--- config.mk ---
export PLATFORM = sky130hd
export DESIGN_NAME = cpu
export DESIGN_NICKNAME = d
export VERILOG_FILES = /design/src/rtl/cpu_pkg.sv /design/src/rtl/cpu.sv /design/src/rtl/alu.sv /design/src/rtl/decode.sv /design/src/rtl/regs.sv
export SDC_FILE = /design/constraint.sdc
export NUM_CORES = 2
export LEC_CHECK = 0
export BUFFER_PORTS_ARGS = -buffer_cell sky130_fd_sc_hd__buf_2
export CAP_MARGIN = 10
export CORE_MARGIN = 5
export CORE_UTILIZATION = 50
export DETAILED_ROUTE_END_ITERATION = 12
export GPL_TIMING_DRIVEN = 0
export PLACE_DENSITY = 0.67
export SLEW_MARGIN = 15
export SYNTH_ARGS = -nofsm -noshare
export SYNTH_HDL_FRONTEND = slang
export SYNTH_SLANG_ARGS = --single-unit
--- constraint.sdc ---
create_clock -name clk -period 11.04 [get_ports clk]
set_input_delay 2.208 -clock clk [delete_from_list [all_inputs] [get_ports clk]]
set_output_delay 2.208 -clock clk [all_outputs]
set_load 0.05 [all_outputs]
--- src/rtl/cpu_pkg.sv ---
package cpu_pkg;

    // datapath widths
    localparam int word_w  = 32;
    localparam int reg_aw  = 4;
    localparam int num_reg = 16;
    localparam int op_w    = 4;
    localparam int func_w  = 3;
    localparam int cond_w  = 2;
    localparam int imm_w   = 16;
    localparam int shamt_w = 5;

    // instruction field positions
    localparam int op_msb  = 31;
    localparam int op_lsb  = 28;
    localparam int rd_msb  = 27;
    localparam int rd_lsb  = 24;
    localparam int rs1_msb = 23;
    localparam int rs1_lsb = 20;
    localparam int rs2_msb = 19;
    localparam int rs2_lsb = 16;
    localparam int imm_msb = 15;

    typedef enum logic [op_w-1:0] {
        op_alu    = 4'd0,
        op_li     = 4'd1,
        op_load   = 4'd2,
        op_store  = 4'd3,
        op_branch = 4'd4,
        op_jump   = 4'd5,
        op_halt   = 4'd6
    } opcode_t;

    // held in the low immediate bits of op_alu
    typedef enum logic [func_w-1:0] {
        alu_add = 3'd0,
        alu_sub = 3'd1,
        alu_and = 3'd2,
        alu_or  = 3'd3,
        alu_xor = 3'd4,
        alu_sll = 3'd5,
        alu_srl = 3'd6,
        alu_slt = 3'd7
    } alu_func_t;

    // held in the low rd bits of op_branch
    typedef enum logic [cond_w-1:0] {
        beq = 2'd0,
        bne = 2'd1,
        blt = 2'd2,
        bge = 2'd3
    } branch_cond_t;

endpackage
--- src/rtl/cpu.sv ---
`timescale 1ns/1ps

module cpu #(
    parameter int imem_aw = 8,
    parameter int dmem_aw = 8
) (
    input  logic                       clk,
    input  logic                       rstn,
    output logic                       fetch_order,
    output logic [imem_aw-1:0]         fetch_pc,
    input  logic [cpu_pkg::word_w-1:0] inst,
    input  logic                       fetched,
    output logic                       mem_flag,
    output logic                       mem_write,
    output logic [dmem_aw-1:0]         mem_addr,
    output logic [cpu_pkg::word_w-1:0] mem_wdata,
    input  logic [cpu_pkg::word_w-1:0] mem_rdata,
    input  logic                       mem_accessed,
    output logic [cpu_pkg::word_w-1:0] pc,
    output logic                       retire_valid,
    output logic                       retire_we,
    output logic [cpu_pkg::reg_aw-1:0] retire_rd,
    output logic [cpu_pkg::word_w-1:0] retire_data,
    output logic                       halted
);
    import cpu_pkg::*;

    typedef enum logic [2:0] {
        st_fetch,
        st_fetch_wait,
        st_decode,
        st_execute,
        st_execute_wait,
        st_write,
        st_halted
    } state_t;

    state_t state;

    // fetch to decode
    logic [word_w-1:0] inst_fd;

    // decoder outputs
    logic [reg_aw-1:0] dec_rs1_addr;
    logic [reg_aw-1:0] dec_rs2_addr;
    logic [reg_aw-1:0] dec_rd_addr;
    opcode_t           dec_opcode;
    alu_func_t         dec_func;
    branch_cond_t      dec_cond;
    logic [word_w-1:0] dec_imm;
    logic              dec_alu;
    logic              dec_li;
    logic              dec_load;
    logic              dec_store;
    logic              dec_branch;
    logic              dec_jump;
    logic              dec_halt;
    logic [word_w-1:0] rs1_data;
    logic [word_w-1:0] rs2_data;

    // decode to execute
    logic              is_alu_de;
    logic              is_li_de;
    logic              is_load_de;
    logic              is_store_de;
    logic              is_branch_de;
    logic              is_jump_de;
    logic              is_halt_de;
    logic              writes_de;
    logic [reg_aw-1:0] rd_de;
    alu_func_t         func_de;
    branch_cond_t      cond_de;
    logic [word_w-1:0] imm_de;
    logic [word_w-1:0] rs1_de;
    logic [word_w-1:0] rs2_de;

    // execute to write
    logic              wb_we;
    logic [reg_aw-1:0] wb_rd;
    logic [word_w-1:0] wb_data;
    logic [word_w-1:0] next_pc;

    logic [word_w-1:0] alu_result;
    logic              taken;
    logic [word_w-1:0] pc_inc;
    logic [word_w-1:0] eff_addr;
    logic              reg_we;

    regs i_regs (
        .clk      (clk),
        .rstn     (rstn),
        .we       (reg_we),
        .rd_addr  (wb_rd),
        .rd_data  (wb_data),
        .rs1_addr (dec_rs1_addr),
        .rs2_addr (dec_rs2_addr),
        .rs1_data (rs1_data),
        .rs2_data (rs2_data)
    );

    decode i_decode (
        .inst      (inst_fd),
        .rs1_addr  (dec_rs1_addr),
        .rs2_addr  (dec_rs2_addr),
        .rd_addr   (dec_rd_addr),
        .opcode    (dec_opcode),
        .alu_func  (dec_func),
        .cond      (dec_cond),
        .imm       (dec_imm),
        .is_alu    (dec_alu),
        .is_li     (dec_li),
        .is_load   (dec_load),
        .is_store  (dec_store),
        .is_branch (dec_branch),
        .is_jump   (dec_jump),
        .is_halt   (dec_halt)
    );

    alu i_alu (
        .alu_func (func_de),
        .cond     (cond_de),
        .a        (rs1_de),
        .b        (rs2_de),
        .result   (alu_result),
        .taken    (taken)
    );

    assign pc_inc   = pc + word_w'(1);
    assign eff_addr = rs1_de + imm_de;

    // memory orders are issued in the state itself
    assign fetch_order = (state == st_fetch);
    assign fetch_pc    = pc[imem_aw-1:0];
    assign mem_flag    = (state == st_execute) && (is_load_de || is_store_de);
    assign mem_write   = is_store_de;
    assign mem_addr    = eff_addr[dmem_aw-1:0];
    assign mem_wdata   = rs2_de;

    assign reg_we       = (state == st_write) && wb_we;
    assign retire_valid = (state == st_write);
    assign retire_we    = wb_we;
    assign retire_rd    = wb_rd;
    assign retire_data  = wb_data;
    assign halted       = (state == st_halted);

    // sequencing and pc
    always_ff @(posedge clk) begin
        if (!rstn) begin
            state <= st_fetch;
            pc    <= '0;
            wb_we <= 1'b0;
        end else begin
            case (state)
                st_fetch: begin
                    state <= st_fetch_wait;
                end
                st_fetch_wait: begin
                    if (fetched) begin
                        state <= st_decode;
                    end
                end
                st_decode: begin
                    state <= st_execute;
                end
                st_execute: begin
                    // r0 destination never counts as a write
                    wb_we <= writes_de && (rd_de != '0);
                    if (is_load_de || is_store_de) begin
                        state <= st_execute_wait;
                    end else begin
                        state <= st_write;
                    end
                end
                st_execute_wait: begin
                    if (mem_accessed) begin
                        state <= st_write;
                    end
                end
                st_write: begin
                    pc    <= next_pc;
                    state <= is_halt_de ? st_halted : st_fetch;
                end
                default: begin
                    state <= st_halted;
                end
            endcase
        end
    end

    // stage registers
    always_ff @(posedge clk) begin
        case (state)
            st_fetch_wait: begin
                if (fetched) begin
                    inst_fd <= inst;
                end
            end
            st_decode: begin
                is_alu_de    <= dec_alu;
                is_li_de     <= dec_li;
                is_load_de   <= dec_load;
                is_store_de  <= dec_store;
                is_branch_de <= dec_branch;
                is_jump_de   <= dec_jump;
                is_halt_de   <= dec_halt;
                writes_de    <= dec_opcode inside {op_alu, op_li, op_load, op_jump};
                rd_de        <= dec_rd_addr;
                func_de      <= dec_func;
                cond_de      <= dec_cond;
                imm_de       <= dec_imm;
                rs1_de       <= rs1_data;
                rs2_de       <= rs2_data;
            end
            st_execute: begin
                wb_rd   <= rd_de;
                wb_data <= '0;
                next_pc <= pc_inc;
                if (is_alu_de) begin
                    wb_data <= alu_result;
                end else if (is_li_de) begin
                    wb_data <= imm_de;
                end else if (is_jump_de) begin
                    // link then go to the target
                    wb_data <= pc_inc;
                    next_pc <= imm_de;
                end else if (is_branch_de && taken) begin
                    next_pc <= imm_de;
                end
            end
            st_execute_wait: begin
                if (mem_accessed && is_load_de) begin
                    wb_data <= mem_rdata;
                end
            end
            default: begin
            end
        endcase
    end

endmodule

--- src/rtl/alu.sv ---
`timescale 1ns/1ps

module alu (
    input  cpu_pkg::alu_func_t         alu_func,
    input  cpu_pkg::branch_cond_t      cond,
    input  logic [cpu_pkg::word_w-1:0] a,
    input  logic [cpu_pkg::word_w-1:0] b,
    output logic [cpu_pkg::word_w-1:0] result,
    output logic                       taken
);
    import cpu_pkg::*;

    logic lt_signed;

    assign lt_signed = ($signed(a) < $signed(b));

    always_comb begin
        case (alu_func)
            alu_add: result = a + b;
            alu_sub: result = a - b;
            alu_and: result = a & b;
            alu_or:  result = a | b;
            alu_xor: result = a ^ b;
            // shift amount from the low five bits
            alu_sll: result = a << b[shamt_w-1:0];
            alu_srl: result = a >> b[shamt_w-1:0];
            alu_slt: result = {{(word_w-1){1'b0}}, lt_signed};
            default: result = '0;
        endcase
    end

    // branch decision, signed compares for blt and bge
    always_comb begin
        case (cond)
            beq:     taken = (a == b);
            bne:     taken = (a != b);
            blt:     taken = lt_signed;
            default: taken = !lt_signed;
        endcase
    end

endmodule

--- src/rtl/decode.sv ---
`timescale 1ns/1ps

module decode (
    input  logic [cpu_pkg::word_w-1:0] inst,
    output logic [cpu_pkg::reg_aw-1:0] rs1_addr,
    output logic [cpu_pkg::reg_aw-1:0] rs2_addr,
    output logic [cpu_pkg::reg_aw-1:0] rd_addr,
    output cpu_pkg::opcode_t           opcode,
    output cpu_pkg::alu_func_t         alu_func,
    output cpu_pkg::branch_cond_t      cond,
    output logic [cpu_pkg::word_w-1:0] imm,
    output logic                       is_alu,
    output logic                       is_li,
    output logic                       is_load,
    output logic                       is_store,
    output logic                       is_branch,
    output logic                       is_jump,
    output logic                       is_halt
);
    import cpu_pkg::*;

    opcode_t raw_op;

    assign raw_op = opcode_t'(inst[op_msb:op_lsb]);

    // anything outside the defined set stops the core
    always_comb begin
        case (raw_op)
            op_alu,
            op_li,
            op_load,
            op_store,
            op_branch,
            op_jump: opcode = raw_op;
            default: opcode = op_halt;
        endcase
    end

    assign is_alu    = (opcode == op_alu);
    assign is_li     = (opcode == op_li);
    assign is_load   = (opcode == op_load);
    assign is_store  = (opcode == op_store);
    assign is_branch = (opcode == op_branch);
    assign is_jump   = (opcode == op_jump);
    assign is_halt   = (opcode == op_halt);

    // register fields
    assign rd_addr  = inst[rd_msb:rd_lsb];
    assign rs1_addr = inst[rs1_msb:rs1_lsb];
    assign rs2_addr = inst[rs2_msb:rs2_lsb];

    // alu function sits in the immediate, branch condition in rd
    assign alu_func = alu_func_t'(inst[func_w-1:0]);
    assign cond     = branch_cond_t'(inst[rd_lsb+cond_w-1:rd_lsb]);

    assign imm = {{(word_w-imm_w){inst[imm_msb]}}, inst[imm_msb:0]};

endmodule

--- src/rtl/regs.sv ---
`timescale 1ns/1ps

module regs (
    input  logic                       clk,
    input  logic                       rstn,
    input  logic                       we,
    input  logic [cpu_pkg::reg_aw-1:0] rd_addr,
    input  logic [cpu_pkg::word_w-1:0] rd_data,
    input  logic [cpu_pkg::reg_aw-1:0] rs1_addr,
    input  logic [cpu_pkg::reg_aw-1:0] rs2_addr,
    output logic [cpu_pkg::word_w-1:0] rs1_data,
    output logic [cpu_pkg::word_w-1:0] rs2_data
);
    import cpu_pkg::*;

    logic [word_w-1:0] rf [num_reg];

    always_ff @(posedge clk) begin
        if (!rstn) begin
            for (int i = 0; i < num_reg; i++) begin
                rf[i] <= '0;
            end
        end else if (we && (rd_addr != '0)) begin
            // r0 is never written
            rf[rd_addr] <= rd_data;
        end
    end

    // two asynchronous read ports, r0 reads as zero
    assign rs1_data = (rs1_addr == '0) ? '0 : rf[rs1_addr];
    assign rs2_data = (rs2_addr == '0) ? '0 : rf[rs2_addr];

endmodule

==> results.py <==
metrics = {
    "timing": {
        "skew_ns": 0.0358,
        "rsz0062_at_grt": "no",
        "finalCriticalPeriod_ns": 6.77,
        "finalHoldViolations": 0,
        "max_freq_ghz": 0.148,
        "slew_viol_final": 0,
        "whs_ns": 0.406,
        "slew_headroom_pct": 19.9,
        "fin_ws_ns": 4.27,
        "fin_crit_sh_pct": 61.3,
        "finalSetupViolations": 0,
        "tightestPinTransition_ns": 1.20,
    },
    "status": {
        "status": "complete, no violations",
    },
    "critical_path": {
        "cp.arrival_ns": 7.16,
        "path_max_fanout": 11,
        "end_kind": "flop",
        "path_class": "flop to flop",
        "critPathRequiredTime_ns": 11.43,
        "critPathLaunchType": "flop",
    },
    "yosys": {
        "ys_async_sr_fraction_pct": 0,
        "ys.warnings.count": 0,
        "synth_area_per_cell_um2": 12.9,
        "synthCells": 3464,
        "netlist_area_um2": 44800,
        "ys_ff_latch": 740,
        "synth_cell_types": 97,
        "synth_edf_count": 704,
        "ys.flop_type": "edfxtp_1",
        "ys_seq_area_share_pct": 48.8,
    },
    "die": {
        "ios": 190,
        "coreArea_um2": 88600,
        "fp.dieH_um": 309,
        "die_area_um2": 95700,
        "die_w_um": 309,
        "rows": 109,
        "start_util_pct": 50.5,
    },
    "clocking": {
        "path_clk_slew_ns": 0.08,
        "post_cts_resized": 0,
        "cts_tree": "built",
        "cts_buffer_depth": 3,
        "clock-sinks": 740,
        "post-cts-setup-buffers": 0,
        "cts_max_level": 3,
        "clock_latency_ns": 0.68,
        "clockRootBuffer": "clkbuf_16",
        "ctsHoldBuffers": 0,
        "numCtsBuffers": 81,
    },
    "placed_design": {
        "dp_slack_ns": 4.51,
        "port_buffers": 189,
        "place_area_um2": 48200,
        "dp_hpwl_mm": 133,
        "gp_congestion": 1.07,
    },
    "final_layout": {
        "drive_gt1_share_pct": 22.4,
        "synthToLayoutAreaGrowth_pct": 13.5,
        "num-nets-final": 3982,
        "final_area_um2": 50800,
    },
    "route": {
        "route.detailed.drc": 0,
        "vias": 34100,
        "first_iter_violations": 4674,
        "wl_per_cell_um": 35.5,
        "antenna_left": 0,
        "viasPerCell": 6.77,
        "drt_pass1_iterations": 6,
        "postRouteWirelength_mm": 179,
    },
    "global_route": {
        "use_met3_pct": 8.45,
        "grt_max_degree": 33,
        "met1_usage_pct": 46.5,
        "gr-total-overflow": 0,
        "antenna_found_initial": 12,
        "grt_usage_pct": 36.7,
        "met2_usage_pct": 59.1,
        "grt_pass1_vias": 33100,
        "grt_pass1_wl_mm": 248,
        "grt_busiest_layer": "met2",
    },
    "min_path": {
        "hold_class": "flop to flop",
    },
    "flow_run": {
        "drv_cap": 0,
    },
    "pwr": {
        "power_density_nw_per_um2": 139,
        "power_mw": 7.06,
        "power.leakage_nw": 18.7,
        "ir_drop_mv": 0.141,
    },
}
power breakdown:
group	total, mW	switching [mW]	internal [mW]	leakage (nW)
Clock	2.71	1.15	1.55	1.25
Sequential	3.28	0.0973	3.19	7.32
Combinational	1.07	0.668	0.403	10.1
synth_stat cells, types with 28 or more instances:
cell type,n,area [µm²]
buf_1,36,135
o21ai_0,105,526
ha_1,105,1310
nand3_1,40,200
buf_2,28,140
nand2_1,180,676
and2_1,426,2670
a21oi_1,188,941
nor2_1,156,586
and3_1,74,463
edfxtp_1,704,21100
mux2i_1,35,350
inv_1,112,420
xnor2_1,38,333
mux4_2,386,8690
clkbuf_1,215,807
nor2b_1,79,494
nor3_1,45,225
o22ai_1,31,194
dfxtp_1,36,721
worst paths after layout:
check        cells after the start          from               to  slack, ns
max                             15  mem_wdata[3]  retire_data[30]       4.27
min                              0    inst_fd[1]       func_de[1]       0.41
max reg2reg                     15  mem_wdata[3]  retire_data[30]       4.27
min reg2reg                      0    inst_fd[1]       func_de[1]       0.41
cell families (layout without fill, tap and decap cells):
logic type,count (synthesis),in the layout,synth area share (%)
mux,446,446,20.9
compound gates,592,592,8.75
other cells,1,35,0.00837
flops,740,740,48.8
xor+xnor,54,54,1.06
fa+ha+maj,108,108,3.07
buf+inv,412,783,3.76
simple gates,1111,1111,13.6
stage by stage:
step                setup TNS, ns  util (%)  instances
finish                          0      57.3       5034
global route                    0      57.3       5033
CTS                             0      57.3       5031
detailed placement              0      54.4       4888
global placement           -19.07      53.4       4849
floorplan                       0         -       3495
cell type report:
| cell class | instances | area, µm² |
|---|---|---|
| well taps | 1165 | 1460 |
| flip-flops and latches | 740 | 21900 |
| clock buffers | 108 | 2180 |
| multi-input cells | 2343 | 21500 |
| plain buffers | 297 | 1280 |
| repair buffers | 228 | 1670 |
| fillers | 7271 | 37800 |
| inverters | 115 | 432 |
| clock inverters | 35 | 394 |
| diodes | 3 | 7.51 |
flip-flops by register name, summed over array words and instances (netlist names), 2 cells and up:
register     cells
mem_wdata       32
rs1_de          32
i_regs.rf      512
retire_rd        4
next_pc         32
pc              32
func_de          2
retire_data     32
state            3
imm_de          14
rd_de            4
inst_fd         32
layout by cell type (no fill, tap or decap), types with 15 or more instances in the layout:
cell type / count
o22ai_1: 31
buf_2: 222
nand3_1: 40
o211ai_1: 22
mux2i_1: 35
clkbuf_1: 235
nand2_1: 180
dfxtp_1: 36
xor2_1: 16
nor3_1: 44
inv_1: 111
buf_16: 19
a221o_1: 15
xnor2_1: 38
nor2_1: 156
edfxtp_1: 704
buf_1: 22
a21oi_1: 188
mux4_2: 386
conb_1: 32
mux2_2: 19
nand2b_1: 20
ha_1: 105
or3_1: 17
a22oi_1: 17
clkbuf_16: 82
a221oi_1: 20
a21o_1: 18
and2_1: 426
nor2b_1: 79
clkinv_1: 15
o21ai_0: 95
o31ai_1: 19
and3_1: 74
buf_4: 23
worst max-delay path, stage by stage, from the launching register on:
cell	delay, ns
edfxtp_1	0.56
clkbuf_1	0.27
inv_2	0.27
buf_1	0.55
clkbuf_1	0.61
clkbuf_1	0.69
ha_1	0.37
buf_2	0.20
a2111oi_2	0.62
or4b_1	0.27
and4b_1	0.35
o21ai_1	0.21
a2111oi_0	0.82
o22ai_1	0.28
mux2i_1	0.24
a21oi_1	0.14
layer usage:
layer	routed length [µm]	part of all wire (%)	vias up
met2	83300	47	2454
met4	12900	7.2	4
met1	63400	35	17100
li1	-	-	14000
met3	19400	11	554
met5	23	0.013	-
No activity file was read; power rests on OpenSTA's default activity.
